File: config.mk
export PLATFORM = sky130hd
export DESIGN_NAME = bpu_pc_stage
export DESIGN_NICKNAME = d
export VERILOG_FILES = /design/src/bpu_pkg.sv /design/src/bpu_pc_stage.sv
export SDC_FILE = /design/constraint.sdc
export NUM_CORES = 1
export LEC_CHECK = 0
export BUFFER_PORTS_ARGS = -buffer_cell sky130_fd_sc_hd__buf_2
export CELL_PAD_IN_SITES_DETAIL_PLACEMENT = 0
export CELL_PAD_IN_SITES_GLOBAL_PLACEMENT = 1
export CORE_MARGIN = 2
export CORE_UTILIZATION = 35
export CTS_CLUSTER_DIAMETER = 200
export DETAILED_ROUTE_END_ITERATION = 6
export GPL_ROUTABILITY_DRIVEN = 0
export PLACE_DENSITY = 0.89
export SYNTH_ARGS = -nofsm -noshare
export SYNTH_HDL_FRONTEND = slang
export SYNTH_SLANG_ARGS = --single-unit
File: constraint.sdc
create_clock -name clk -period 1.95 [get_ports clk]
set_clock_uncertainty 0.15 [all_clocks]
set_input_delay 0.2925 -clock clk [delete_from_list [all_inputs] [get_ports clk]]
set_output_delay 0.2925 -clock clk [all_outputs]
set_load 0.02 [all_outputs]
File: src/bpu_pkg.sv
package bpu_pkg;

    // table geometry
    localparam int BPU_HIST_LEN   = 5;      // local history bits per branch
    localparam int BPU_BTB_LEN    = 9;      // btb / bht index bits
    localparam int BPU_TAG_LEN    = 8;      // btb tag bits, pc[19:12]
    localparam int BPU_PHT_PC_LEN = 8;      // pc[10:3] part of the pht index
    localparam int BPU_PHT_LEN    = BPU_HIST_LEN + BPU_PHT_PC_LEN;
    localparam int BPU_BTB_DEPTH  = 1 << BPU_BTB_LEN;   // entries per bank
    localparam int BPU_PHT_DEPTH  = 1 << BPU_PHT_LEN;   // counters per bank

    // defaults, overridden from the top
    localparam int BPU_RAS_DEPTH = 8;
    localparam logic [31:0] BPU_INIT_PC = 32'h1c00_0000;

    typedef logic [31:0]              addr_t;
    typedef logic [1:0]               scnt_t;     // 00 snt, 01 wnt, 10 wt, 11 st
    typedef logic [BPU_HIST_LEN-1:0]  hist_t;
    typedef logic [BPU_BTB_LEN-1:0]   btb_idx_t;
    typedef logic [BPU_TAG_LEN-1:0]   btb_tag_t;
    typedef logic [BPU_PHT_LEN-1:0]   pht_idx_t;

    typedef enum logic [1:0] {
        BR_NORMAL = 2'b00,  // conditional branch
        BR_JUMP   = 2'b01,  // B
        BR_CALL   = 2'b10,  // BL
        BR_RET    = 2'b11   // JIRL used as return
    } br_type_e;

    // folds two overlapping pc windows, tied to BPU_BTB_LEN = 9
    function automatic btb_idx_t btb_hash(input addr_t pc);
        return pc[17:9] ^ pc[11:3];
    endfunction

    function automatic btb_tag_t btb_tag_of(input addr_t pc);
        return pc[BPU_TAG_LEN+12-1:12];
    endfunction

    // history in the upper bits, group address below
    function automatic pht_idx_t pht_index(input hist_t hist, input addr_t pc);
        return {hist, pc[BPU_PHT_PC_LEN+3-1:3]};
    endfunction

    function automatic scnt_t scnt_next(input scnt_t cnt, input logic taken);
        scnt_t res;
        if (taken) begin
            res = (cnt == 2'b11) ? 2'b11 : cnt + 2'b01;   // saturate at strong taken
        end else begin
            res = (cnt == 2'b00) ? 2'b00 : cnt - 2'b01;   // saturate at strong not taken
        end
        return res;
    endfunction

endpackage

File: src/bpu_pc_stage.sv
`timescale 1ns/1ns

// fetch pc register, one fetch group in flight
module bpu_pc_stage #(
    parameter bpu_pkg::addr_t INIT_PC = bpu_pkg::BPU_INIT_PC
) (
    input  logic           clk,
    input  logic           rst_n,
    input  logic           flush_i,     // backend redirect
    input  bpu_pkg::addr_t redir_pc_i,
    input  logic           ready_i,     // fetch unit accepts the group
    input  bpu_pkg::addr_t pc_next_i,   // from the next-pc stage
    output bpu_pkg::addr_t pc_o
);
    import bpu_pkg::*;

    addr_t pc_q;
    addr_t pc_d;

    // flush beats ready, otherwise hold
    always_comb begin
        pc_d = pc_q;
        if (flush_i) begin
            pc_d = redir_pc_i;
        end else if (ready_i) begin
            pc_d = pc_next_i;
        end
    end

    always_ff @(posedge clk) begin
        if (!rst_n) begin
            pc_q <= INIT_PC;  // boot address
        end else begin
            pc_q <= pc_d;
        end
    end

    assign pc_o = pc_q;   // drives all lookups this cycle

endmodule

## Yosys cells after proc, flatten, opt, wreduce, memory -nomap -nowiden

Cells that the tools add are included.

- Add/subtract/negate cells: 0
- $mul: 0
- Divide/modulo/power cells: 0
- Order comparisons: 0
- Eq/ne operators: 0
- Shifts and indexed selects: 0
- Muxes and demuxes: 2
- Bitwise logic cells: 0
- Reduce and logical (&&, ||, !) cells: 1

Operator list:

| operator | count |
|---|---|
| two-way mux 32 bit | 2 |
| nonzero test 2 bit | 1 |

- Bits in registers: 32
- Bits in latches: 0
- RAM bits: 0
- ROM bits: 0
- Output and inout port bits: 32
- Memories kept: 0

## Logic depth before layout (Yosys ltp)

- Word-level depth: 2
- Depth in mapped cells: 4
- Mapped depth without buffers: 2

## Worst setup path after synthesis

Ideal clock, no wire load.

- Path kind: input to register
- Start: input ready_i
- End: register pc_q[0] (netlist: pc_o[0])
- Library setup time: 0.116 ns
- Arrival: 1.027 ns
- Required time: 1.684 ns
- Slack: 0.657 ns
- Stages: 4
- Buffers on the path: 2
- Cells stage by stage: buf_6 > buf_12 > mux2_4 > o211a_1

- Word-level cells in the longest chain between the ends: 1

RTL lines:

| element | line | source |
|---|---|---|
| start: declaration | bpu_pc_stage.sv:11 | `input logic ready_i,` |
| nonzero test 2 bit (no line) | -- |  |
| end signal: assignment | bpu_pc_stage.sv:34 | `pc_q <= pc_d;` |
| end: declaration | bpu_pc_stage.sv:17 | `addr_t pc_q;` |

No other way between the ends.
A chain may end at the register's enable or synchronous reset.

## Worst setup path in the final report

- Start: register pc_q[29] (netlist: pc_o[29])
- End: output pc_o[29]

RTL lines:

| element | line | source |
|---|---|---|
| end: declaration | bpu_pc_stage.sv:13 | `output bpu_pkg::addr_t pc_o` |

No word-level cell between the ends.

==> out/results.txt <==
status - finished clean
Pleak - 0.001427 µW
initial antenna violation count - 0
Initial Utilization - 36.66%
sequential fraction of the synthesis area - 36.76%
RR Startpoint - pc_o[2]
CTS buffer count - 5
Multi-input gate area - 993.5 µm²
Die Y - 74.57 µm
first-pass GRT wire length - 5713 µm
Clock Latency Late Sink - 280 ps
I/O pin total - 100
Final Cycle Share - 63.42%
min cycle time layout - 1237 ps
clock transition at the registers of the reported paths - 70 ps
pre-CTS setup slack - 457.6 ps
measured slew at the worst slew-check pin - 338.8 ps
synthesized cell area - 1743 µm²
Syn Area/Cell - 12.27 µm²
CP startpoint kind - flip-flop
YS warnings - 0
Clock H-tree levels - 2
hold crit path type - in2reg
share of layout cells above drive strength 1 - 58.33%
Stages on worst setup path - 1
Required @ worst endpoint - 1510 ps
Worst Setup SP - pc_o[29]
Hold Buf Count CTS - 0
number of flip-flops in the largest register - 32
minimum hold slack - 148.8 ps
Max Slew Vio Count - 0
syn_nets - 210
core area - 4755 µm²
final WL - 3720 µm
Syn Inst Count - 142
post-route ant nets - 0
Critical path buffers and inverters - 1
Overall Power - 1811 µW
WP data arrival - 790 ps
CTS tree - built
worst reg2reg path depth - 2
Synth Register Bits - 32
row cnt - 25
Max IR drop VDD - 491.9 µV
Ant. Diodes - 0
Total GRT Usage - 13.62%
crit path to - pc_o[29]
Post-CTS Setup Inserts - 0
FF-to-FF setup slack - 920 ps
Post-route DRC - 0
clk sinks - 32
DIE AREA - 5560 µm²
TNS Setup - 0 ps
pin count of the biggest net entering global routing - 33
final setup violation count - 0
routed vias/inst - 4.596
worst setup margin - 713.4 ps
post-route cell area - 2382 µm²
Die X - 74.57 µm
crit path cell chain - buf_2
max_cap viols - 0
Cell Pwr Density - 760.3 nW/µm²
fin nets - 307
Peak Freq - 808.7 MHz
FILL cells - 484
CP max-delay cell - dfxtp_1
CTS root buffer - clkbuf_8
PortBufs - 99
area delta synth->final - 36.68%
Worst setup EP type - output port
number of global-route vias before repair - 1,331
Sequential cell area - 640.6 µm²
DR pass1 iterations - 4
First DRT Iteration DRCs - 42
RSZ-0062 raised after global routing - false
critical path's largest stage delay - 340 ps
crit path max fanout - 2
FF-to-FF End - pc_o[2]
max_slew headroom - 77.41%
cts repair resizes - 0
kind of cell adding the most delay to the critical path - flip-flops
routed len/inst - 12.12 µm
final hold vios - 0
Cell variety after synth - 14
Placed Area - 2256 µm²
hpwl dp - 2706 µm
clk buf depth - 2
via count - 1,411
Setup CP Type - reg2out
GRT overflow - 0
synthesized netlist by cell type (all sizes together):
master   n  share of area, %
o211a   29                17
dfxtp   32                37
nand2b  16               5.7
buf      7               5.0
and3b    3               1.5
a21oi    3              0.86
mux2    29                25
nor2b    1              0.36
mux2i    3               1.7
clkbuf   6               1.3
or2b    13               5.6
metal layers:
layer  vias up  global-route usage [%]  share of wire, %
met1       639                   14.82                43
met3         4                   6.369                10
li1        705                       -                 -
met5         -                       0                 0
met4         0                   5.357               1.2
met2        63                   23.01                46
placed cells by master (no fill, tap or decap):
cell and n:
buf_4 3, nand2b_1 16, a21oi_1 3, buf_12 1
and3b_1 3, mux2_4 27, dfxtp_1 32, buf_2 99
nor2b_1 1, o211a_1 29, mux2i_1 3, or2b_1 13
bufinv_16 1, mux2_2 2, clkbuf_8 7
worst register-to-register path: stages, from the launching register on:
cell,delay (ps)
dfxtp_1,320
mux2_4,270
o211a_1,200
power by group:
part           internal [µW]  total, µW  switching [µW]
logic                    215        390             174
registers                704        728            24.0
clock network            451        693             243
total                   1370       1810             441
through the flow:
step	util [%]	std cells
final	50.11	307
after global routing	50.11	307
after CTS	50.11	307
after detailed placement	47.45	299
after global placement	47.45	299
after floorplan	-	142
cells by family (layout without fill, tap and decap cells):
group,after synthesis,in the layout,synth area share (%)
compound gates,32,32,17.52
simple gates,33,33,13.21
mux,32,32,26.27
flops,32,32,36.75
buf+inv,13,111,6.245
layout make-up:
type,count,share of cell area (%)
tap,67,3.519
timing repair buffer,103,22.58
clock inverter,1,1.261
sequential,32,26.89
multi-input combinational,97,41.70
clock buffer,7,4.044
worst min-delay path by stage:
stage | startpoint | end | slack, ps | cells past startpoint
2_1_floorplan | pc_next_i[28] | pc_o[28] | 330 | 2
3_5_place_dp | pc_o[28] | pc_o[28] | 390 | 2
6_report | pc_next_i[28] | pc_o[28] | 150 | 3
4_1_cts | pc_next_i[28] | pc_o[28] | 140 | 3
3_3_place_gp | pc_o[28] | pc_o[28] | 370 | 2
5_1_grt | pc_next_i[28] | pc_o[28] | 150 | 3
No activity file was read; power rests on OpenSTA's default activity.
