`src/bpu_pkg.sv`:
```
package bpu_pkg;

    // table geometry
    localparam int BPU_HIST_LEN   = 5;      // local history bits per branch
    localparam int BPU_BTB_LEN    = 9;      // btb / bht index bits
    localparam int BPU_TAG_LEN    = 8;      // btb tag bits, pc[19:12]
    localparam int BPU_PHT_PC_LEN = 8;      // pc[10:3] part of the pht index
    localparam int BPU_PHT_LEN    = BPU_HIST_LEN + BPU_PHT_PC_LEN;
    localparam int BPU_BTB_DEPTH  = 1 << BPU_BTB_LEN;   // entries per bank
    localparam int BPU_PHT_DEPTH  = 1 << BPU_PHT_LEN;   // counters per bank

    // defaults, overridden from the top
    localparam int BPU_RAS_DEPTH = 8;
    localparam logic [31:0] BPU_INIT_PC = 32'h1c00_0000;

    typedef logic [31:0]              addr_t;
    typedef logic [1:0]               scnt_t;     // 00 snt, 01 wnt, 10 wt, 11 st
    typedef logic [BPU_HIST_LEN-1:0]  hist_t;
    typedef logic [BPU_BTB_LEN-1:0]   btb_idx_t;
    typedef logic [BPU_TAG_LEN-1:0]   btb_tag_t;
    typedef logic [BPU_PHT_LEN-1:0]   pht_idx_t;

    typedef enum logic [1:0] {
        BR_NORMAL = 2'b00,  // conditional branch
        BR_JUMP   = 2'b01,  // B
        BR_CALL   = 2'b10,  // BL
        BR_RET    = 2'b11   // JIRL used as return
    } br_type_e;

    // folds two overlapping pc windows, tied to BPU_BTB_LEN = 9
    function automatic btb_idx_t btb_hash(input addr_t pc);
        return pc[17:9] ^ pc[11:3];
    endfunction

    function automatic btb_tag_t btb_tag_of(input addr_t pc);
        return pc[BPU_TAG_LEN+12-1:12];
    endfunction

    // history in the upper bits, group address below
    function automatic pht_idx_t pht_index(input hist_t hist, input addr_t pc);
        return {hist, pc[BPU_PHT_PC_LEN+3-1:3]};
    endfunction

    function automatic scnt_t scnt_next(input scnt_t cnt, input logic taken);
        scnt_t res;
        if (taken) begin
            res = (cnt == 2'b11) ? 2'b11 : cnt + 2'b01;   // saturate at strong taken
        end else begin
            res = (cnt == 2'b00) ? 2'b00 : cnt - 2'b01;   // saturate at strong not taken
        end
        return res;
    endfunction

endpackage

```
`src/bpu_ras.sv`:
```
`timescale 1ns/1ns

// circular return address stack, overflow overwrites the oldest entry
module bpu_ras #(
    parameter int RAS_DEPTH = bpu_pkg::BPU_RAS_DEPTH   // power of two
) (
    input  logic           clk,
    input  logic           rst_n,
    input  logic           push_i,        // call retired
    input  logic           pop_i,         // return retired
    input  bpu_pkg::addr_t push_addr_i,   // call pc + 4
    output bpu_pkg::addr_t top_o
);
    import bpu_pkg::*;

    localparam int PTR_W = $clog2(RAS_DEPTH);

    typedef logic [PTR_W-1:0] ras_ptr_t;

    addr_t    stack_q [RAS_DEPTH];
    ras_ptr_t top_ptr;    // newest valid entry
    ras_ptr_t wr_ptr;     // next free slot

    always_ff @(posedge clk) begin
        if (!rst_n) begin
            for (int i = 0; i < RAS_DEPTH; i++) begin
                stack_q[i] <= '0;
            end
            top_ptr <= '1;  // one below wr_ptr
            wr_ptr  <= '0;
        end else if (push_i) begin
            stack_q[wr_ptr] <= push_addr_i;
            top_ptr         <= wr_ptr;
            wr_ptr          <= wr_ptr + 1'b1;   // wraps naturally
        end else if (pop_i) begin
            wr_ptr  <= top_ptr;
            top_ptr <= top_ptr - 1'b1;
        end
    end

    assign top_o = stack_q[top_ptr];

endmodule

```
`config.mk`:
```
export PLATFORM = sky130hd
export DESIGN_NAME = bpu_ras
export DESIGN_NICKNAME = d
export VERILOG_FILES = /design/src/bpu_pkg.sv /design/src/bpu_ras.sv
export SDC_FILE = /design/constraint.sdc
export NUM_CORES = 1
export LEC_CHECK = 0
export BUFFER_PORTS_ARGS = -buffer_cell sky130_fd_sc_hd__buf_2
export CORE_MARGIN = 1.5
export CORE_UTILIZATION = 47
export DETAILED_ROUTE_END_ITERATION = 12
export PLACE_DENSITY_LB_ADDON = 0.05
export SYNTH_ARGS = -nofsm -noshare
export SYNTH_HDL_FRONTEND = slang
export SYNTH_SLANG_ARGS = --single-unit
```
`constraint.sdc`:
```
create_clock -name clk -period 5.1 [get_ports clk]
set_clock_uncertainty 0.15 [all_clocks]
set_input_delay 1.02 -clock clk [delete_from_list [all_inputs] [get_ports clk]]
set_output_delay 1.02 -clock clk [all_outputs]
set_load 0.05 [all_outputs]
```
# --- Yosys cells after proc, flatten, opt, wreduce, memory -nomap -nowiden ---
# Memories as Yosys holds them, arrays and structs flattened. A register that Yosys moved wholly into a read port is not among the register bits.
# Index checks and enable logic that the tools add are counted.
totals:
  word_cells: 20
  inputBits: 36
  memories: 1
  regBits: 6
  ram_bits: 256
op_classes:
  n_reduce_logical: 2
  addsub: 2
  muxes: 13
memory_table:
  columns: ["memory", "words", "word_bits", "rd", "rd_ports_with_merged_regs", "wr", "line_no", "text"]
  rows:
  - ["stack_q", 8, 32, 1, 1, 8, "bpu_ras.sv:20", "addr_t stack_q [RAS_DEPTH];"]
op_table:
  columns: ["operator", "count"]
  rows:
  - ["32-bit 2-to-1 mux", 1]
  - ["32-bit OR reduction", 1]
  - ["3-bit 2-to-1 mux", 7]
  - ["1-bit 2-to-1 mux", 5]
  - ["3-bit by 1-bit adder with 3-bit output (second input constant)", 1]
  - ["3-bit by 1-bit subtractor with 3-bit output (second input constant)", 1]
  - ["2-bit nonzero test", 1]

# --- Logic depth before layout (Yosys ltp) ---
logic_depth:
  ltp_word: 5
  ltp_mapped: 5
  depth_no_buf: 5

# --- Worst setup path after synthesis ---
# OpenSTA, ideal clock, no wires.
synth_path:
  path_kind: "input to register"
  from: "input rst_n"
  to: "memory stack_q[1][0] (netlist name) (enable)"
  arrival_time_ns: 3.519
  slack_ns: 0.965
  setup_time_ns: 0.466
  path_buffers: 0
  stages: 2
  cell_sequence: "nand3b_1 > o21ai_0"
synth_rtl:
  columns: ["element", "line_no", "text"]
  rows:
  - ["from (decl)", "bpu_ras.sv:8", "input logic rst_n,"]
  - ["to (decl)", "bpu_ras.sv:20", null]

==> out/metrics.csv <==
stage,metric,value,unit
run_status,outcome,completed,
yosys,Post-synth ARST share,0,%
final_layout,register area,7870,µm²
global_route,total track usage,20.3,%
critical_path,peak fanout along the critical path,35,
yosys,"Distinct cells, synth",29,
timing,Final period util,78.8,%
clock_tree,CTS root buf,clkbuf_16,
floorplanning,effective utilization at floorplan,47.7,%
route,Starting DRT DRC Count,346,
global_route,largest net degree at the start of global routing,38,
power,Power Dens Cells,367,nW/µm²
critical_path,flop-to-flop setup slack,2.26,ns
clock_tree,Sink Count,265,
yosys,Yosys top cell by area,edfxtp_1,
floorplanning,# IOs,68,
floorplanning,row count,58,
yosys,Post-Synthesis Cell Area,11900,µm²
clock_tree,CTS clock-pin slew for the worst setup and hold paths,0.06,ns
yosys,"Seq/Total Area, Yosys",65.9,%
route,Residual DRC,0,
clock_tree,htree depth,1,
worst_hold_path,hold path startpoint,wr_ptr[1],
yosys,Seq cells post-synth,265,
yosys,Yosys top cell area share,64.4,%
critical_path,type of origin of the critical path,flop,
timing,crit path time final,4.02,ns
placed_design,GPL Wtd Cong,0.729,
critical_path,WS Path Type,reg -> out,
global_route,vias in the first global route,6637,
placed_design,hpwl dp,14.5,mm
critical_path,CP Data Required Time,3.93,ns
worst_hold_path,worst hold path stage count,2,
timing,final hold vios,0,
clock_tree,CTS Hold Bufs,0,
timing,RSZ-0062 raised after global routing,no,
worst_hold_path,worst min-delay path class,reg -> reg,
clock_tree,Max Buffers Root-to-Sink,3,
clock_tree,Post-CTS Setup Inserts,0,
yosys,YS warnings,0,
yosys,ys flop type,edfxtp_1,
route,final wirelength,25.7,mm
run,MaxCap Viol Count,0,
timing,# setup viols final,0,
route,Vias,6206,
global_route,first-pass GRT wire length,39.6,mm
floorplanning,die area,26400,µm²
clock_tree,worst-skew pair later-pin latency,0.53,ns
yosys,Synth Instances,712,
critical_path,Worst EP arrival,2.85,ns
placed_design,Port Buf Inserts,67,
power,Final Power,4.98,mW
route,number of vias per cell,5.48,
timing,Max Freq,0.249,GHz
final_layout,area of the multi-input gates,3940,µm²
critical_path,worst r2r src,wr_ptr[1],
floorplanning,core area,25000,µm²
critical_path,Critical Path End Type,output pin,
final_layout,fill count,2012,
yosys,post-synth net total,750,
route,DRT Pass-1 Iters,5,
clock_tree,TritonCTS clock tree,built,
floorplanning,die width,162,µm
clock_tree,post_cts resized,0,
final_layout,Area Overhead vs Synth,13.6,%
critical_path,r2r endpoint,stack_q[0][3],
floorplanning,Die H,162,µm
final_layout,share of cells above drive strength 1,24.3,%
route,"antenna viol nets, final",0,
yosys,"count leader, synth",and2_1,
yosys,Post-synth EDFFs,256,
power,maximum vdd drop,265,µV
timing,Least-Margin Pin Slew,1.08,ns
clock_tree,cts bufs inserted,29,
yosys,Post-Syn Area per Cell,16.8,µm²
timing,Setup TNS Final,0,ns
final_layout,layout net count,819,
timing,WHS,0.438,ns
timing,"Slew Viols, Final",0,
timing,Rel. slew slack,28.0,%
yosys,synth cell count leaders,"and2_1 (257), edfxtp_1 (256), mux4_1 (40), mux2_2 (32), clkbuf_1 (29)",
critical_path,r2r worst-path depth,4,
global_route,grt total ovfl,0,
yosys,Synth area leaders,"edfxtp_1 (64%), and2_1 (13%), mux4_1 (8.8%), mux4_2 (4.5%), mux2_2 (3.0%)",
route,Routed wire per std cell,22.7,µm
global_route,antenna violations before repair,2,
power,P_leak,5.26,nW
per-stage QoR:
stage	area, µm²	std cells	worst slack, ns	utilization [%]
global placement	12700	1080	1.20	50.8
finish	13600	1133	1.08	54.2
detailed placement	12700	1080	1.16	50.8
CTS	13600	1131	1.02	54.1
global route	13600	1131	0.934	54.1
floorplan	11900	712	0.965	-
state kept, by name, indices dropped and copies added, names as in the netlist, named ones only:
register	count
stack_q	256
wr_ptr	3
top_ptr	3
report_power, final:
group	internal, mW	switching (mW)
Clock	1.08	0.805
Sequential	2.49	0.0626
Combinational	0.201	0.337
worst max-delay path, stage by stage, from the launching register on:
cell	delay [ns]
dfxtp_4	0.81
buf_12	0.33
mux4_1	0.59
mux2_2	0.32
buf_2	0.22
cells by family after synthesis:
logic type               synth area share [%]
XOR/XNOR                               0.0734
AO/OA/AOI/OAI                           0.828
adder cells (fa/ha/maj)                 0.210
multiplexers                             16.4
buffers and inverters                    1.98
flip-flops                               65.9
AND/OR/NAND/NOR                          14.6
layout make-up:
class,instances,area share [%]
antenna,2,0.0369
clock buffer,36,5.54
clock inverter,15,0.683
inverter,2,0.0554
multi-input combinational,400,29.0
sequential,265,58.1
tap,330,3.04
timing repair buffer,83,3.54
metal layers:
| layer | track usage [%] | vias up | routed length, µm |
|---|---|---|---|
| met5 | 0 | - | 0 |
| met2 | 35.3 | 125 | 12900 |
| met1 | 27.0 | 3230 | 11400 |
| met3 | 3.23 | 34 | 987 |
| li1 | - | 2817 | - |
| met4 | 4.67 | 0 | 440 |
cells in the final DEF, fill, tap and decap left out, drive strengths merged, types with 2 or more instances in the layout:
master / synthesis / routed
clkbuf: 29 / 36
nand2b: 3 / 3
nand3: 2 / 2
inv: 2 / 2
mux2: 32 / 32
ha: 2 / 2
diode: 0 / 2
clkinv: 0 / 14
buf: 16 / 83
and2: 257 / 257
nor3: 2 / 2
dfxtp: 9 / 9
nand2: 4 / 4
edfxtp: 256 / 256
nor2: 8 / 8
o21ai: 11 / 11
nor2b: 5 / 5
mux4: 64 / 64
how the worst max path moves through the flow:
stage	startpoint	endpoint	slack (ns)	cells after the start
after floorplan	rst_n	stack_q[1][0]	0.96	2
after global placement	rst_n	stack_q[0][9]	1.20	5
after detailed placement	rst_n	stack_q[0][9]	1.16	5
after CTS	flop	top_o[22]	1.02	4
after global routing	flop	top_o[0]	0.93	4
final	flop	top_o[0]	1.08	4
Note: power is estimated with default switching activity, not from simulation.
