===== config.mk =====
export PLATFORM = sky130hd
export DESIGN_NAME = bpu_next_pc
export DESIGN_NICKNAME = d
export VERILOG_FILES = /design/src/bpu_pkg.sv /design/src/bpu_next_pc.sv
export SDC_FILE = /design/constraint.sdc
export NUM_CORES = 1
export LEC_CHECK = 0
export CAP_MARGIN = 20
export CORE_AREA = 2 2 116 118
export DETAILED_ROUTE_END_ITERATION = 8
export DIE_AREA = 0 0 118 120
export DONT_BUFFER_PORTS = 1
export PLACE_DENSITY_LB_ADDON = 0.08
export SLEW_MARGIN = 15
export SYNTH_ARGS = -nofsm -noshare
export SYNTH_HDL_FRONTEND = slang
export SYNTH_SLANG_ARGS = --single-unit

===== constraint.sdc =====
create_clock -name vclk -period 3
set_clock_uncertainty 0.15 [all_clocks]
set_input_delay 0.6 -clock vclk [all_inputs]
set_output_delay 0.6 -clock vclk [all_outputs]
set_load 0.01 [all_outputs]

===== src/bpu_pkg.sv =====
package bpu_pkg;

    // table geometry
    localparam int BPU_HIST_LEN   = 5;      // local history bits per branch
    localparam int BPU_BTB_LEN    = 9;      // btb / bht index bits
    localparam int BPU_TAG_LEN    = 8;      // btb tag bits, pc[19:12]
    localparam int BPU_PHT_PC_LEN = 8;      // pc[10:3] part of the pht index
    localparam int BPU_PHT_LEN    = BPU_HIST_LEN + BPU_PHT_PC_LEN;
    localparam int BPU_BTB_DEPTH  = 1 << BPU_BTB_LEN;   // entries per bank
    localparam int BPU_PHT_DEPTH  = 1 << BPU_PHT_LEN;   // counters per bank

    // defaults, overridden from the top
    localparam int BPU_RAS_DEPTH = 8;
    localparam logic [31:0] BPU_INIT_PC = 32'h1c00_0000;

    typedef logic [31:0]              addr_t;
    typedef logic [1:0]               scnt_t;     // 00 snt, 01 wnt, 10 wt, 11 st
    typedef logic [BPU_HIST_LEN-1:0]  hist_t;
    typedef logic [BPU_BTB_LEN-1:0]   btb_idx_t;
    typedef logic [BPU_TAG_LEN-1:0]   btb_tag_t;
    typedef logic [BPU_PHT_LEN-1:0]   pht_idx_t;

    typedef enum logic [1:0] {
        BR_NORMAL = 2'b00,  // conditional branch
        BR_JUMP   = 2'b01,  // B
        BR_CALL   = 2'b10,  // BL
        BR_RET    = 2'b11   // JIRL used as return
    } br_type_e;

    // folds two overlapping pc windows, tied to BPU_BTB_LEN = 9
    function automatic btb_idx_t btb_hash(input addr_t pc);
        return pc[17:9] ^ pc[11:3];
    endfunction

    function automatic btb_tag_t btb_tag_of(input addr_t pc);
        return pc[BPU_TAG_LEN+12-1:12];
    endfunction

    // history in the upper bits, group address below
    function automatic pht_idx_t pht_index(input hist_t hist, input addr_t pc);
        return {hist, pc[BPU_PHT_PC_LEN+3-1:3]};
    endfunction

    function automatic scnt_t scnt_next(input scnt_t cnt, input logic taken);
        scnt_t res;
        if (taken) begin
            res = (cnt == 2'b11) ? 2'b11 : cnt + 2'b01;   // saturate at strong taken
        end else begin
            res = (cnt == 2'b00) ? 2'b00 : cnt - 2'b01;   // saturate at strong not taken
        end
        return res;
    endfunction

endpackage


===== src/bpu_next_pc.sv =====
`timescale 1ns/1ns

// per-slot decision and the next fetch address
module bpu_next_pc (
    input  bpu_pkg::addr_t            pc_i,
    input  logic [1:0]                hit_i,
    input  bpu_pkg::br_type_e [1:0]   type_i,
    input  bpu_pkg::addr_t [1:0]      target_i,     // btb targets
    input  bpu_pkg::scnt_t [1:0]      scnt_i,
    input  bpu_pkg::addr_t            ras_top_i,
    output logic [1:0]                taken_o,
    output bpu_pkg::addr_t [1:0]      target_o,
    output bpu_pkg::addr_t [1:0]      slot_next_o,
    output logic [1:0]                mask_o,
    output bpu_pkg::addr_t            pc_next_o
);
    import bpu_pkg::*;

    addr_t grp_base;      // 8-byte aligned group
    addr_t grp_plus4;
    addr_t grp_plus8;

    assign grp_base  = {pc_i[31:3], 3'b000};
    assign grp_plus4 = grp_base + 32'd4;
    assign grp_plus8 = grp_base + 32'd8;

    always_comb begin
        for (int s = 0; s < 2; s++) begin
            // unconditional types always go, conditional follow counter msb
            taken_o[s]  = hit_i[s] && ((type_i[s] != BR_NORMAL) || scnt_i[s][1]);
            target_o[s] = (type_i[s] == BR_RET) ? ras_top_i : target_i[s];
        end
    end

    assign slot_next_o[0] = taken_o[0] ? target_o[0] : grp_plus4;
    assign slot_next_o[1] = taken_o[1] ? target_o[1] : grp_plus8;

    // slot 0 valid only when entering at the low word
    // slot 1 dropped when slot 0 leaves the group
    assign mask_o[0] = !pc_i[2];
    assign mask_o[1] = !taken_o[0] || pc_i[2];

    always_comb begin
        pc_next_o = grp_plus8;  // fall through to next group
        if (taken_o[0] && !pc_i[2]) begin
            pc_next_o = target_o[0];
        end else if (taken_o[1]) begin
            pc_next_o = target_o[1];
        end
    end

endmodule


# Yosys cells after proc, flatten, opt, wreduce, memory -nomap -nowiden

Cells that the tools add are included.

Add/subtract/negate cells: 2
Equal/unequal tests: 2
Mux-type cells: 5
Reduce and logical (&&, ||, !) cells: 10

Operators by type and width:

| kind                    | number |
|---|---|
| $mux W32                | 5 |
| $add A32 B3 Y32 const B | 1 |
| $add A32 B4 Y32 const B | 1 |
| $eq A2 B2 Y1 const B    | 2 |
| $reduce_bool A2 Y1      | 2 |
| $logic_and A1 B1 Y1     | 3 |
| $logic_or A1 B1 Y1      | 3 |
| $logic_not A1 Y1        | 2 |

Flip-flop bits (word level): 0
Output and inout port bits: 164
Logic and storage cells: 19

# Longest topological paths before layout

Gate-level depths: netlist of the first run.

Depth in word-level cells: 5
Mapped depth: 7

# Least setup slack after synthesis of the first run

Ideal clock, no wire load.

Path kind: in2out
Start: input pc_i[3]
End: output pc_next_o[27]
Arrival: 2029 ps
Required time: 2250 ps
Setup slack: 221 ps
Stages on the path: 6
Path buffers: 0
Cells stage by stage: ha_1 nand4_4 nor4_4 and4_2 o21ai_0 a31oi_1

Word-level cells in the longest chain between the ends: 3

Ends and longest elaborated chain:

| what            | line              | text |
|---|---|---|
| start, declared | bpu_next_pc.sv:5  | `input bpu_pkg::addr_t pc_i,` |
| $add A32 B4 Y32 | bpu_next_pc.sv:25 | `assign grp_plus8 = grp_base + 32'd8;` |
| $mux W32        | bpu_next_pc.sv:47 | `end else if (taken_o[1]) begin` |
| $mux W32        | bpu_next_pc.sv:45 | `if (taken_o[0] && !pc_i[2]) begin` |
| end, declared   | bpu_next_pc.sv:15 | `output bpu_pkg::addr_t pc_next_o` |

No other way between the ends.

# Worst setup path after layout of the first run

Start: input pc_i[5]
End: output pc_next_o[18]

Same word-level chain as after synthesis.

==> impl_results.html, run 1 <==
<table>
<tr><th>Metric</th><th>Value</th></tr>
<tr><th colspan="2">Floorplanning</th></tr>
<tr><td>Die height</td><td>120 µm</td></tr>
<tr><td>Number of primary I/O pins</td><td>302</td></tr>
<tr><td>Std-Cell Rows</td><td>between 40 and 50</td></tr>
<tr><td>Initial core utilization</td><td>0.2030</td></tr>
<tr><td>Area of the die</td><td>between 0.01 and 0.015 mm²</td></tr>
<tr><td>Chip width</td><td>around 120 µm</td></tr>
<tr><td>Floorplan Core Area</td><td>0.01298 mm²</td></tr>
<tr><th colspan="2">Routing</th></tr>
<tr><td>Iter 0 DRT Violations</td><td>94</td></tr>
<tr><td>Drt drc</td><td>0</td></tr>
<tr><td>Wirelength per Cell</td><td>around 20 µm</td></tr>
<tr><td>Drt via density</td><td>just over 5</td></tr>
<tr><td>Antenna Violating Nets Remaining</td><td>0</td></tr>
<tr><td>Via total after detailed routing</td><td>~3100</td></tr>
<tr><td>Total detailed-routing wirelength</td><td>between 10000 and 15000 µm</td></tr>
<tr><td>DR pass1 iterations</td><td>4</td></tr>
<tr><th colspan="2">Power</th></tr>
<tr><td>Peak VDD IR</td><td>around 0.00005 V</td></tr>
<tr><td>Leak</td><td>1.555 nW</td></tr>
<tr><td>Switch Pwr</td><td>about 0.00038 W</td></tr>
<tr><td>Clk pwr share</td><td>0</td></tr>
<tr><td>Comb power frac</td><td>1.000</td></tr>
<tr><td>Relative contribution of sequential cells to total power</td><td>0</td></tr>
<tr><td>Internal power</td><td>~0.00026 W</td></tr>
<tr><td>Cell area power density</td><td>about 190 mW/mm²</td></tr>
<tr><td>Proportion of total power due to net switching</td><td>0.5988</td></tr>
<tr><th colspan="2">Setup path</th></tr>
<tr><td>Maximum net fanout on the critical path</td><td>8</td></tr>
<tr><td>Worst path arrival time</td><td>between 2 and 2.5 ns</td></tr>
<tr><td>Type of element capturing the critical path</td><td>output pin</td></tr>
<tr><td>Timing startpoint of the critical path</td><td>pc_i[5]</td></tr>
<tr><td>Category of the most critical setup path</td><td>primary input to output pin</td></tr>
<tr><td>Worst setup path endpoint</td><td>pc_next_o[18]</td></tr>
<tr><td>Required time at the worst-slack endpoint</td><td>approximately 2.3 ns</td></tr>
<tr><td>Critical path launch point type</td><td>primary input</td></tr>
<tr><th colspan="2">STA</th></tr>
<tr><td>Worst-case headroom to the max-slew limit</td><td>0.6404</td></tr>
<tr><td>RSZ-0062 raised after global routing</td><td>no</td></tr>
<tr><td>Max Clk Rate</td><td>between 300 and 400 MHz</td></tr>
<tr><td>Period utilization</td><td>0.9520</td></tr>
<tr><td>Crit path time final</td><td>~2.9 ns</td></tr>
<tr><td>Setup violations, final</td><td>0</td></tr>
<tr><td>Number of failing hold endpoints at the final stage</td><td>0</td></tr>
<tr><td>Post-route setup slack</td><td>~0.14 ns</td></tr>
<tr><td>Post-route setup TNS</td><td>0 ns</td></tr>
<tr><td>Worst-margin pin slew</td><td>roughly 0.53 ns</td></tr>
<tr><td>Slew Limit Fails</td><td>0</td></tr>
<tr><th colspan="2">Synth</th></tr>
<tr><td>Instance count of the mapped netlist</td><td>~400</td></tr>
<tr><td>Portion of synthesized cell area occupied by the leading cell type</td><td>0.2179</td></tr>
<tr><td>Top post-synthesis cells by area</td><td>sky130_fd_sc_hd__mux2_2 (22%), sky130_fd_sc_hd__mux2i_1 (14%), sky130_fd_sc_hd__nand2_1 (12%), sky130_fd_sc_hd__o21ai_0 (6.5%), sky130_fd_sc_hd__inv_1 (4.4%)</td></tr>
<tr><td>Synth Area per Inst</td><td>approximately 6.4 µm²</td></tr>
<tr><td>Area leader, netlist</td><td>sky130_fd_sc_hd__mux2_2</td></tr>
<tr><td>Top cells by instance count after synthesis</td><td>sky130_fd_sc_hd__nand2_1 (87), sky130_fd_sc_hd__mux2_2 (51), sky130_fd_sc_hd__mux2i_1 (36), sky130_fd_sc_hd__o21ai_0 (34), sky130_fd_sc_hd__inv_1 (31)</td></tr>
<tr><td>Syn Nets</td><td>approximately 550</td></tr>
<tr><td>Number of different library cells in the post-synthesis netlist</td><td>35</td></tr>
<tr><td>Post-synthesis sequential area ratio</td><td>0</td></tr>
<tr><td>Synthesized cell area</td><td>0.002635 mm²</td></tr>
<tr><td>Most common cell in the synthesized netlist</td><td>sky130_fd_sc_hd__nand2_1</td></tr>
<tr><td>Number of synthesis warnings</td><td>0</td></tr>
<tr><th colspan="2">Job</th></tr>
<tr><td>Max-capacitance violation count</td><td>0</td></tr>
<tr><th colspan="2">Layout</th></tr>
<tr><td>Share of post-route cells with drive strength above 1</td><td>0.2975</td></tr>
<tr><td>Area of all sequential standard cells</td><td>0 µm²</td></tr>
<tr><td>Post-synthesis to final-layout area growth</td><td>26.12%</td></tr>
<tr><td>Final net count</td><td>~600</td></tr>
<tr><td>Number of sequential cells</td><td>0</td></tr>
<tr><td>Antenna fix cells</td><td>0</td></tr>
<tr><td>Clock buffer cells</td><td>0</td></tr>
<tr><th colspan="2">Clocking</th></tr>
<tr><td>Setup repair bufs after CTS</td><td>0</td></tr>
<tr><td>Post-CTS Resized</td><td>0</td></tr>
<tr><td># hold bufs at CTS</td><td>0</td></tr>
<tr><th colspan="2">Global route</th></tr>
<tr><td>Total GRT Usage</td><td>0.1608</td></tr>
<tr><td>Wire length of the first global-routing pass</td><td>approximately 18000 µm</td></tr>
<tr><td>Vias in the first global route</td><td>approximately 3100</td></tr>
<tr><td>Antenna violations before repair</td><td>0</td></tr>
<tr><td>Maximum number of pins on one net before global-route repair</td><td>47</td></tr>
<tr><td>GRT overflow</td><td>0</td></tr>
<tr><th colspan="2">Outcome</th></tr>
<tr><td>Run status</td><td>finished, final reports clean</td></tr>
<tr><th colspan="2">Place</th></tr>
<tr><td>DPL Wire Length</td><td>roughly 10000 µm</td></tr>
<tr><td>Gpl congestion</td><td>a little under 0.8</td></tr>
<tr><td>Worst slack, placed</td><td>0.1633 ns</td></tr>
<tr><td>IO buf count</td><td>0</td></tr>
<tr><th colspan="2">Worst hold path</th></tr>
<tr><td>Worst hold-check path type</td><td>primary input to output pin</td></tr>
</table>
[power groups by stage]
stage / clock network (W) / logic (W) / registers (W)
2_1_floorplan: 0 / 0.000432 / 0
3_3_place_gp: 0 / 0.000648 / 0
3_5_place_dp: 0 / 0.000646 / 0
4_1_cts: 0 / 0.000648 / 0
5_1_grt: 0 / 0.000692 / 0
6_report: 0 / 0.000638 / 0
[how the worst min path moves through the flow]
stage | startpoint | end | slack [ns] | cells past startpoint
detailed placement | pc_i[2] | mask_o[0] | 1.10 | 1
global route | pc_i[2] | mask_o[0] | 1.10 | 1
global placement | pc_i[2] | mask_o[0] | 1.10 | 1
floorplan | pc_i[2] | mask_o[0] | 1.09 | 1
finish | pc_i[2] | mask_o[0] | 1.10 | 1
CTS | pc_i[2] | mask_o[0] | 1.10 | 1
[layer usage]
metal	routed length, µm	track usage
met1	5482	0.2107
met2	6341	0.2987
met3	728	0.01711
met4	29	0.004518
met5	0	0
[per-stage QoR]
step	instances	total power [W]	instance area [µm²]	utilization	hold WS, ns
floorplan	410	0.0004320	2635	-	1.094
global placement	623	0.0006477	3323	0.2560	1.098
detailed placement	623	0.0006458	3323	0.2560	1.095
CTS	623	0.0006477	3323	0.2560	1.095
global route	623	0.0006919	3323	0.2560	1.104
finish	623	0.0006377	3323	0.2560	1.095
[cell usage in the layout, fill, tap and decap left out, types with 2 or more instances in the layout]
master,n
sky130_fd_sc_hd__xnor2_1,11
sky130_fd_sc_hd__nand2_2,2
sky130_fd_sc_hd__inv_1,31
sky130_fd_sc_hd__a21o_1,3
sky130_fd_sc_hd__a21oi_1,15
sky130_fd_sc_hd__and2_1,6
sky130_fd_sc_hd__nand4_1,10
sky130_fd_sc_hd__mux2_2,51
sky130_fd_sc_hd__and4_2,2
sky130_fd_sc_hd__xor2_1,13
sky130_fd_sc_hd__o221ai_1,5
sky130_fd_sc_hd__nand2_1,85
sky130_fd_sc_hd__buf_4,61
sky130_fd_sc_hd__and3_1,7
sky130_fd_sc_hd__a31oi_1,4
sky130_fd_sc_hd__nand4_4,3
sky130_fd_sc_hd__o31ai_4,2
sky130_fd_sc_hd__o21ai_0,34
sky130_fd_sc_hd__and4_1,2
sky130_fd_sc_hd__nor2_1,22
sky130_fd_sc_hd__buf_12,5
sky130_fd_sc_hd__o21a_1,2
sky130_fd_sc_hd__nor3_1,8
sky130_fd_sc_hd__mux2i_1,36
sky130_fd_sc_hd__nand3_1,15
sky130_fd_sc_hd__nor4_1,3
[logic make-up after synthesis]
kind of cell             synth area share
AND/OR/NAND/NOR                    0.3219
multiplexers                       0.3547
AO/OA/AOI/OAI                      0.1458
buffers and inverters             0.09307
XOR/XNOR                          0.07977
adder cells (fa/ha/maj)          0.004748
[worst max-delay path, stage by stage]
cell and delay (ns):
sky130_fd_sc_hd__and3_1 0.37, sky130_fd_sc_hd__nand3_4 0.15, sky130_fd_sc_hd__o31a_1 0.26, sky130_fd_sc_hd__o21ai_0 0.37
sky130_fd_sc_hd__a31oi_1 0.18, sky130_fd_sc_hd__buf_4 0.17
[cell type report]
type | instances | area [µm²]
inverter | 32 | 120.1
tap | 176 | 220.2
multi-input combinational | 349 | 2425
timing repair buffer | 66 | 558.0
fill | 1481 | 9657
Note: power is estimated with default switching activity, not from simulation.
==> run 2: changes to the inputs <==
RECOVER_POWER = 100   (was not set)
SETUP_SLACK_MARGIN = 0.1   (was not set)
==> run 2 against run 1 <==
  * Routed wire length decreased by 0.33%
  * Sequential share of layout area did not move
  * Sequential cell count unchanged
  * First-iteration DRC count decreased by 5.3%
  * Critical path depth grew 1
  * Clock-buffer cell count unchanged
  * Non-clock buffer count is the same
  * Cell area is 4.4% lower
  * Global-route usage unchanged
  * Via count did not move
  * Largest cell class unchanged
==> impl_results.html, run 2 (synthesis results as in run 1) <==
<table>
<tr><th>Metric</th><th>Value</th></tr>
<tr><th colspan="2">Layout</th></tr>
<tr><td>Area of the multi-input gates</td><td>0.002387 mm² (-1.5%)</td></tr>
<tr><td>Post-synthesis to final-layout area growth</td><td>20.51%</td></tr>
<tr><td>Most common library cell in the layout ignoring fill and taps</td><td>sky130_fd_sc_hd__nand2_1</td></tr>
<tr><td>Area of all sequential standard cells</td><td>0 µm² (unchanged)</td></tr>
<tr><td>Commonest cells after routing, fill and taps aside</td><td>sky130_fd_sc_hd__nand2_1 (87), sky130_fd_sc_hd__mux2_1 (37), sky130_fd_sc_hd__mux2i_1 (36), sky130_fd_sc_hd__o21ai_0 (34), sky130_fd_sc_hd__inv_1 (32)</td></tr>
<tr><td>Final net count</td><td>588 (unchanged)</td></tr>
<tr><td>Clock buffer cells</td><td>0 (unchanged)</td></tr>
<tr><td>Layout Cells excl Fill</td><td>623 (unchanged)</td></tr>
<tr><td>Share of post-route cells with drive strength above 1</td><td>0.1387 (-0.1588)</td></tr>
<tr><td>Final-layout fill cell count</td><td>1512 (+2.1%)</td></tr>
<tr><td>Number of sequential cells</td><td>0 (unchanged)</td></tr>
<tr><td>Antenna fix cells</td><td>0 (unchanged)</td></tr>
<tr><th colspan="2">Clocking</th></tr>
<tr><td>Setup repair bufs after CTS</td><td>0 (unchanged)</td></tr>
<tr><td># hold bufs at CTS</td><td>0 (unchanged)</td></tr>
<tr><th colspan="2">Power</th></tr>
<tr><td>Total chip power</td><td>0.0005907 W (-7.4%)</td></tr>
<tr><td>Peak VDD IR</td><td>0.00004580 V (-8.0%)</td></tr>
<tr><td>Internal power</td><td>0.0002118 W (-17%)</td></tr>
<tr><td>Leak</td><td>1.440 nW (-7.3%)</td></tr>
<tr><td>Cell area power density</td><td>186.0 mW/mm² (-3.1%)</td></tr>
<tr><td>Comb power frac</td><td>1.000 (about the same)</td></tr>
<tr><td>Clk pwr share</td><td>0 (unchanged)</td></tr>
<tr><td>Relative contribution of sequential cells to total power</td><td>0 (unchanged)</td></tr>
<tr><td>Switch Pwr</td><td>0.0003788 W (-0.80%)</td></tr>
<tr><td>Proportion of total power due to net switching</td><td>0.6414 (+0.04254)</td></tr>
<tr><th colspan="2">STA</th></tr>
<tr><td>Max Clk Rate</td><td>348.6 MHz (-0.45%)</td></tr>
<tr><td>Period utilization</td><td>0.9563 (+0.004306)</td></tr>
<tr><td>Worst-margin pin slew</td><td>0.7517 ns (+0.2180 ns)</td></tr>
<tr><td>Slew Limit Fails</td><td>0 (unchanged)</td></tr>
<tr><td>Crit path time final</td><td>2.869 ns (+0.01292 ns)</td></tr>
<tr><td>RSZ-0062 raised after global routing</td><td>yes</td></tr>
<tr><td>Worst-case headroom to the max-slew limit</td><td>0.4983 (-0.1421)</td></tr>
<tr><td>Worst hold slack across all endpoints</td><td>1.095 ns (-0.00001000 ns)</td></tr>
<tr><td>Post-route setup TNS</td><td>0 ns (unchanged)</td></tr>
<tr><td>Number of failing hold endpoints at the final stage</td><td>0 (unchanged)</td></tr>
<tr><td>Setup violations, final</td><td>0 (unchanged)</td></tr>
<tr><th colspan="2">Floorplanning</th></tr>
<tr><td>Initial core utilization</td><td>0.2030 (unchanged)</td></tr>
<tr><td>Die height</td><td>120 µm (unchanged)</td></tr>
<tr><td>Number of primary I/O pins</td><td>302 (unchanged)</td></tr>
<tr><td>Area of the die</td><td>0.01416 mm² (unchanged)</td></tr>
<tr><td>Floorplan Core Area</td><td>0.01298 mm² (unchanged)</td></tr>
<tr><td>Std-Cell Rows</td><td>42 (unchanged)</td></tr>
<tr><td>Chip width</td><td>118 µm (unchanged)</td></tr>
<tr><th colspan="2">Routing</th></tr>
<tr><td>Wirelength per Cell</td><td>20.13 µm (-0.33%)</td></tr>
<tr><td>DR pass1 iterations</td><td>4 (unchanged)</td></tr>
<tr><td>Total detailed-routing wirelength</td><td>12540 µm (-0.33%)</td></tr>
<tr><td>Drt drc</td><td>0 (unchanged)</td></tr>
<tr><td>Drt via density</td><td>5.030 (unchanged)</td></tr>
<tr><td>Antenna Violating Nets Remaining</td><td>0 (unchanged)</td></tr>
<tr><td>Iter 0 DRT Violations</td><td>89 (-5.3%)</td></tr>
<tr><td>Via total after detailed routing</td><td>3134 (unchanged)</td></tr>
<tr><th colspan="2">Outcome</th></tr>
<tr><td>Run status</td><td>finished, final reports clean</td></tr>
<tr><th colspan="2">Global route</th></tr>
<tr><td>GRT overflow</td><td>0 (unchanged)</td></tr>
<tr><td>Maximum number of pins on one net before global-route repair</td><td>47 (unchanged)</td></tr>
<tr><td>Wire length of the first global-routing pass</td><td>18310 µm (unchanged)</td></tr>
<tr><td>Vias in the first global route</td><td>3069 (unchanged)</td></tr>
<tr><td>Antenna violations before repair</td><td>0 (unchanged)</td></tr>
<tr><td>Total GRT Usage</td><td>0.1608 (unchanged)</td></tr>
<tr><th colspan="2">Job</th></tr>
<tr><td>Max-capacitance violation count</td><td>0 (unchanged)</td></tr>
<tr><th colspan="2">Setup path</th></tr>
<tr><td>Worst path arrival time</td><td>2.12 ns (about the same)</td></tr>
<tr><td>Required time at the worst-slack endpoint</td><td>2.25 ns (about the same)</td></tr>
<tr><td>Category of the most critical setup path</td><td>primary input to output pin</td></tr>
<tr><td>Critical path launch point type</td><td>primary input</td></tr>
<tr><td>Type of element capturing the critical path</td><td>output pin</td></tr>
<tr><td>Maximum net fanout on the critical path</td><td>9 (+1)</td></tr>
<tr><th colspan="2">Place</th></tr>
<tr><td>IO buf count</td><td>0 (unchanged)</td></tr>
<tr><td>Gpl congestion</td><td>0.7791 (unchanged)</td></tr>
<tr><td>DP Cell Count</td><td>623 (unchanged)</td></tr>
<tr><td>DPL Wire Length</td><td>10060 µm (unchanged)</td></tr>
<tr><th colspan="2">Worst hold path</th></tr>
<tr><td>Worst hold-check path type</td><td>primary input to output pin</td></tr>
</table>
## run 2: worst paths after layout
| check | start | cells after the start | to | slack, ns |
|---|---|---|---|---|
| hold / removal | pc_i[2] | 1 | mask_o[0] | 1.10 |
| setup / recovery | pc_i[3] | 7 | pc_next_o[27] | 0.13 |
## run 2: power by group through the flow
stage / combinational (W) / sequential, W / clock, W
2_1_floorplan: 0.000432 / 0 / 0
3_3_place_gp: 0.000648 / 0 / 0
3_5_place_dp: 0.000646 / 0 / 0
4_1_cts: 0.000648 / 0 / 0
5_1_grt: 0.000645 / 0 / 0
6_report: 0.000591 / 0 / 0
## run 2: through the flow
| step | worst slack (ns) | area (µm²) | utilization |
|---|---|---|---|
| 2_1_floorplan | 0.2213 | 2635 | - |
| 3_3_place_gp | 0.1766 | 3323 | 0.2560 |
| 3_5_place_dp | 0.1633 | 3323 | 0.2560 |
| 4_1_cts | 0.1556 | 3323 | 0.2560 |
| 5_1_grt | 0.03652 | 3176 | 0.2447 |
| 6_report | 0.1311 | 3176 | 0.2447 |
## run 2: critical path, stage by stage
cell                      delay, ns
sky130_fd_sc_hd__ha_1          0.21
sky130_fd_sc_hd__nand4_4       0.14
sky130_fd_sc_hd__nor4_1        0.27
sky130_fd_sc_hd__buf_4         0.24
sky130_fd_sc_hd__and4_2        0.22
sky130_fd_sc_hd__o21ai_0       0.10
sky130_fd_sc_hd__a31oi_1       0.34
## run 2: area by class of cell
type                            instances  share of cell area
Timing Repair Buffer                   66              0.1411
Inverter                               32             0.03782
Tap cell                              176             0.06935
Multi-Input combinational cell        349              0.7518
## run 2: timing repair
| action | in CTS | in global routing |
|---|---|---|
| hold endpoints to repair | 0 | 0 |
| setup endpoints to repair | 0 | 6 |
| gates resized for setup | 0 | 4 |
## run 2: metal layers
layer	global-route usage	wire length (µm)	vias to the layer above
met3	0.01711	759	2
met2	0.2987	6300	163
met4	0.004518	29	0
li1	-	-	1509
met5	0	0	-
met1	0.2107	5452	1460
==> run 3: changes to the inputs <==
clock period = 3.58 ns   (was 3 ns; I/O delays follow)
==> run 3 against run 2 <==
  * Combinational power down 24%
  * Sequential share of layout area unchanged
  * Utilization down 2.0 points
  * Die area stayed put
  * Critical path type unchanged
  * Power is 24% lower
  * Sequential cell count is the same
  * Cell count decreased by 4.8%
  * Clock-buffer cell count did not move
==> impl_results.html, run 3 (synthesis results as in run 1) <==
<table>
<tr><th>Metric</th><th>Value</th></tr>
<tr><th colspan="2">Setup path</th></tr>
<tr><td>Critical path launch point type</td><td>primary input</td></tr>
<tr><td>Worst path arrival time</td><td>2.38 ns (+0.26 ns)</td></tr>
<tr><td>Type of element capturing the critical path</td><td>output pin</td></tr>
<tr><td>Required time at the worst-slack endpoint</td><td>2.71 ns (+0.46 ns)</td></tr>
<tr><td>Maximum net fanout on the critical path</td><td>14 (+5)</td></tr>
<tr><td>Category of the most critical setup path</td><td>primary input to output pin</td></tr>
<tr><th colspan="2">Clocking</th></tr>
<tr><td># hold bufs at CTS</td><td>0 (unchanged)</td></tr>
<tr><td>Setup repair bufs after CTS</td><td>0 (unchanged)</td></tr>
<tr><td>Post-CTS Resized</td><td>0 (unchanged)</td></tr>
<tr><th colspan="2">Routing</th></tr>
<tr><td>Total detailed-routing wirelength</td><td>12490 µm (-0.37%)</td></tr>
<tr><td>Drt drc</td><td>0 (unchanged)</td></tr>
<tr><td>Antenna Violating Nets Remaining</td><td>0 (unchanged)</td></tr>
<tr><td>Iter 0 DRT Violations</td><td>82 (-7.9%)</td></tr>
<tr><td>Wirelength per Cell</td><td>21.07 µm (+4.7%)</td></tr>
<tr><td>Via total after detailed routing</td><td>3019 (-3.7%)</td></tr>
<tr><td>DR pass1 iterations</td><td>4 (unchanged)</td></tr>
<tr><td>Drt via density</td><td>5.091 (+1.2%)</td></tr>
<tr><th colspan="2">Floorplanning</th></tr>
<tr><td>Floorplan Core Area</td><td>0.01298 mm² (unchanged)</td></tr>
<tr><td>Die height</td><td>120 µm (unchanged)</td></tr>
<tr><td>Chip width</td><td>118 µm (unchanged)</td></tr>
<tr><td>Initial core utilization</td><td>0.2030 (unchanged)</td></tr>
<tr><td>Number of primary I/O pins</td><td>302 (unchanged)</td></tr>
<tr><td>Area of the die</td><td>0.01416 mm² (unchanged)</td></tr>
<tr><td>Std-Cell Rows</td><td>42 (unchanged)</td></tr>
<tr><th colspan="2">STA</th></tr>
<tr><td>Number of failing hold endpoints at the final stage</td><td>0 (unchanged)</td></tr>
<tr><td>Period utilization</td><td>0.9072</td></tr>
<tr><td>Crit path time final</td><td>3.248 ns</td></tr>
<tr><td>Worst-case headroom to the max-slew limit</td><td>0.6170 (+0.1187)</td></tr>
<tr><td>Max Clk Rate</td><td>a little over 300 MHz</td></tr>
<tr><td>Worst-margin pin slew</td><td>0.5685 ns (-0.1832 ns)</td></tr>
<tr><td>RSZ-0062 raised after global routing</td><td>no</td></tr>
<tr><td>Post-route setup TNS</td><td>0 ns (unchanged)</td></tr>
<tr><td>Slew Limit Fails</td><td>0 (unchanged)</td></tr>
<tr><td>Post-route setup slack</td><td>0.3324 ns (+0.2012 ns)</td></tr>
<tr><td>Setup violations, final</td><td>0 (unchanged)</td></tr>
<tr><th colspan="2">Global route</th></tr>
<tr><td>Antenna violations before repair</td><td>0 (unchanged)</td></tr>
<tr><td>GRT overflow</td><td>0 (unchanged)</td></tr>
<tr><td>Wire length of the first global-routing pass</td><td>17940 µm (-2.0%)</td></tr>
<tr><td>Total GRT Usage</td><td>0.1593 (-0.001508)</td></tr>
<tr><td>Maximum number of pins on one net before global-route repair</td><td>47 (unchanged)</td></tr>
<tr><td>Vias in the first global route</td><td>2899 (-5.5%)</td></tr>
<tr><th colspan="2">Layout</th></tr>
<tr><td>Final-layout fill cell count</td><td>1520 (+0.53%)</td></tr>
<tr><td>Post-route core utilization</td><td>0.2250 (-0.01966)</td></tr>
<tr><td>Antenna fix cells</td><td>0 (unchanged)</td></tr>
<tr><td>Number of sequential cells</td><td>0 (unchanged)</td></tr>
<tr><td>Area of the multi-input gates</td><td>0.002391 mm² (+0.16%)</td></tr>
<tr><td>Clock buffer cells</td><td>0 (unchanged)</td></tr>
<tr><td>Commonest cells after routing, fill and taps aside</td><td>sky130_fd_sc_hd__nand2_1 (85), sky130_fd_sc_hd__mux2_1 (43), sky130_fd_sc_hd__mux2i_1 (36), sky130_fd_sc_hd__o21ai_0 (34), sky130_fd_sc_hd__inv_1 (31)</td></tr>
<tr><td>Share of post-route cells with drive strength above 1</td><td>0.08633 (-0.05237)</td></tr>
<tr><td>Final net count</td><td>558 (-5.1%)</td></tr>
<tr><td>Most common library cell in the layout ignoring fill and taps</td><td>sky130_fd_sc_hd__nand2_1</td></tr>
<tr><td>Final std cell area, no fill</td><td>0.002920 mm² (-8.0%)</td></tr>
<tr><td>Area of all sequential standard cells</td><td>0 µm² (unchanged)</td></tr>
<tr><td>Post-synthesis to final-layout area growth</td><td>10.83%</td></tr>
<tr><th colspan="2">Place</th></tr>
<tr><td>Gpl congestion</td><td>0.7521 (-3.5%)</td></tr>
<tr><td>IO buf count</td><td>0 (unchanged)</td></tr>
<tr><td>Worst slack, placed</td><td>0.4367 ns (+0.2733 ns)</td></tr>
<tr><td>Area post-placement</td><td>0.003035 mm² (-8.7%)</td></tr>
<tr><td>DPL Wire Length</td><td>10290 µm (+2.3%)</td></tr>
<tr><th colspan="2">Power</th></tr>
<tr><td>Leak</td><td>1.302 nW (-9.6%)</td></tr>
<tr><td>Cell area power density</td><td>153.1 mW/mm² (-18%)</td></tr>
<tr><td>Peak VDD IR</td><td>0.00004231 V (-7.6%)</td></tr>
<tr><td>Total chip power</td><td>0.0004470 W (-24%)</td></tr>
<tr><th colspan="2">Outcome</th></tr>
<tr><td>Run status</td><td>finished, final reports clean</td></tr>
<tr><th colspan="2">Job</th></tr>
<tr><td>Max-capacitance violation count</td><td>0 (unchanged)</td></tr>
<tr><th colspan="2">Worst hold path</th></tr>
<tr><td>Worst hold-check path type</td><td>primary input to output pin</td></tr>
</table>
==> run 3: cell types whose count changed in the layout (fill, tap and decap cells not counted), sizes merged <==
cell / previous run / this run
clkbuf: 30 / 22
buf: 36 / 14
==> run 3: worst paths after layout <==
path / slack (ns) / start / endpoint / depth (start not counted)
worst max-delay path: 0.33 / type_i[2] / pc_next_o[15] / 6
worst min-delay path: 1.33 / pc_i[2] / mask_o[0] / 1
==> run 3: critical path: stages <==
cell	delay, ns
sky130_fd_sc_hd__nand2_2	0.29
sky130_fd_sc_hd__clkbuf_1	0.39
sky130_fd_sc_hd__mux2_1	0.45
sky130_fd_sc_hd__nor2_1	0.14
sky130_fd_sc_hd__a21oi_2	0.05
sky130_fd_sc_hd__mux2_1	0.34
==> run 3: layout make-up <==
cell class,instances,share of cell area
inverters,32,0.04113
multi-input cells,349,0.8188
well taps,176,0.07541
repair buffers,36,0.06470
==> run 3: stage by stage <==
stage,std cells,hold slack [ns]
2_1_floorplan,410,1.326
3_5_place_dp,593,1.327
4_1_cts,593,1.327
5_1_grt,593,1.336
6_report,593,1.327
3_3_place_gp,593,1.330
==> run 3: report_power, final <==
part | switching (W) | leakage (nW) | internal (W) | total [W]
sequential | 0 | 0 | 0 | 0
combinational | 0.000309 | 1.30 | 0.000138 | 0.000447
clock | 0 | 0 | 0 | 0
total | 0.000309 | 1.30 | 0.000138 | 0.000447
==> run 3: per-layer routing <==
layer | vias to the layer above | global-route usage | routed length, µm
li1 | 1451 | - | -
met1 | 1405 | 0.2081 | 5381
met2 | 157 | 0.2918 | 6243
met3 | 6 | 0.02091 | 802
met4 | 0 | 0.008283 | 66
met5 | - | 0 | 0
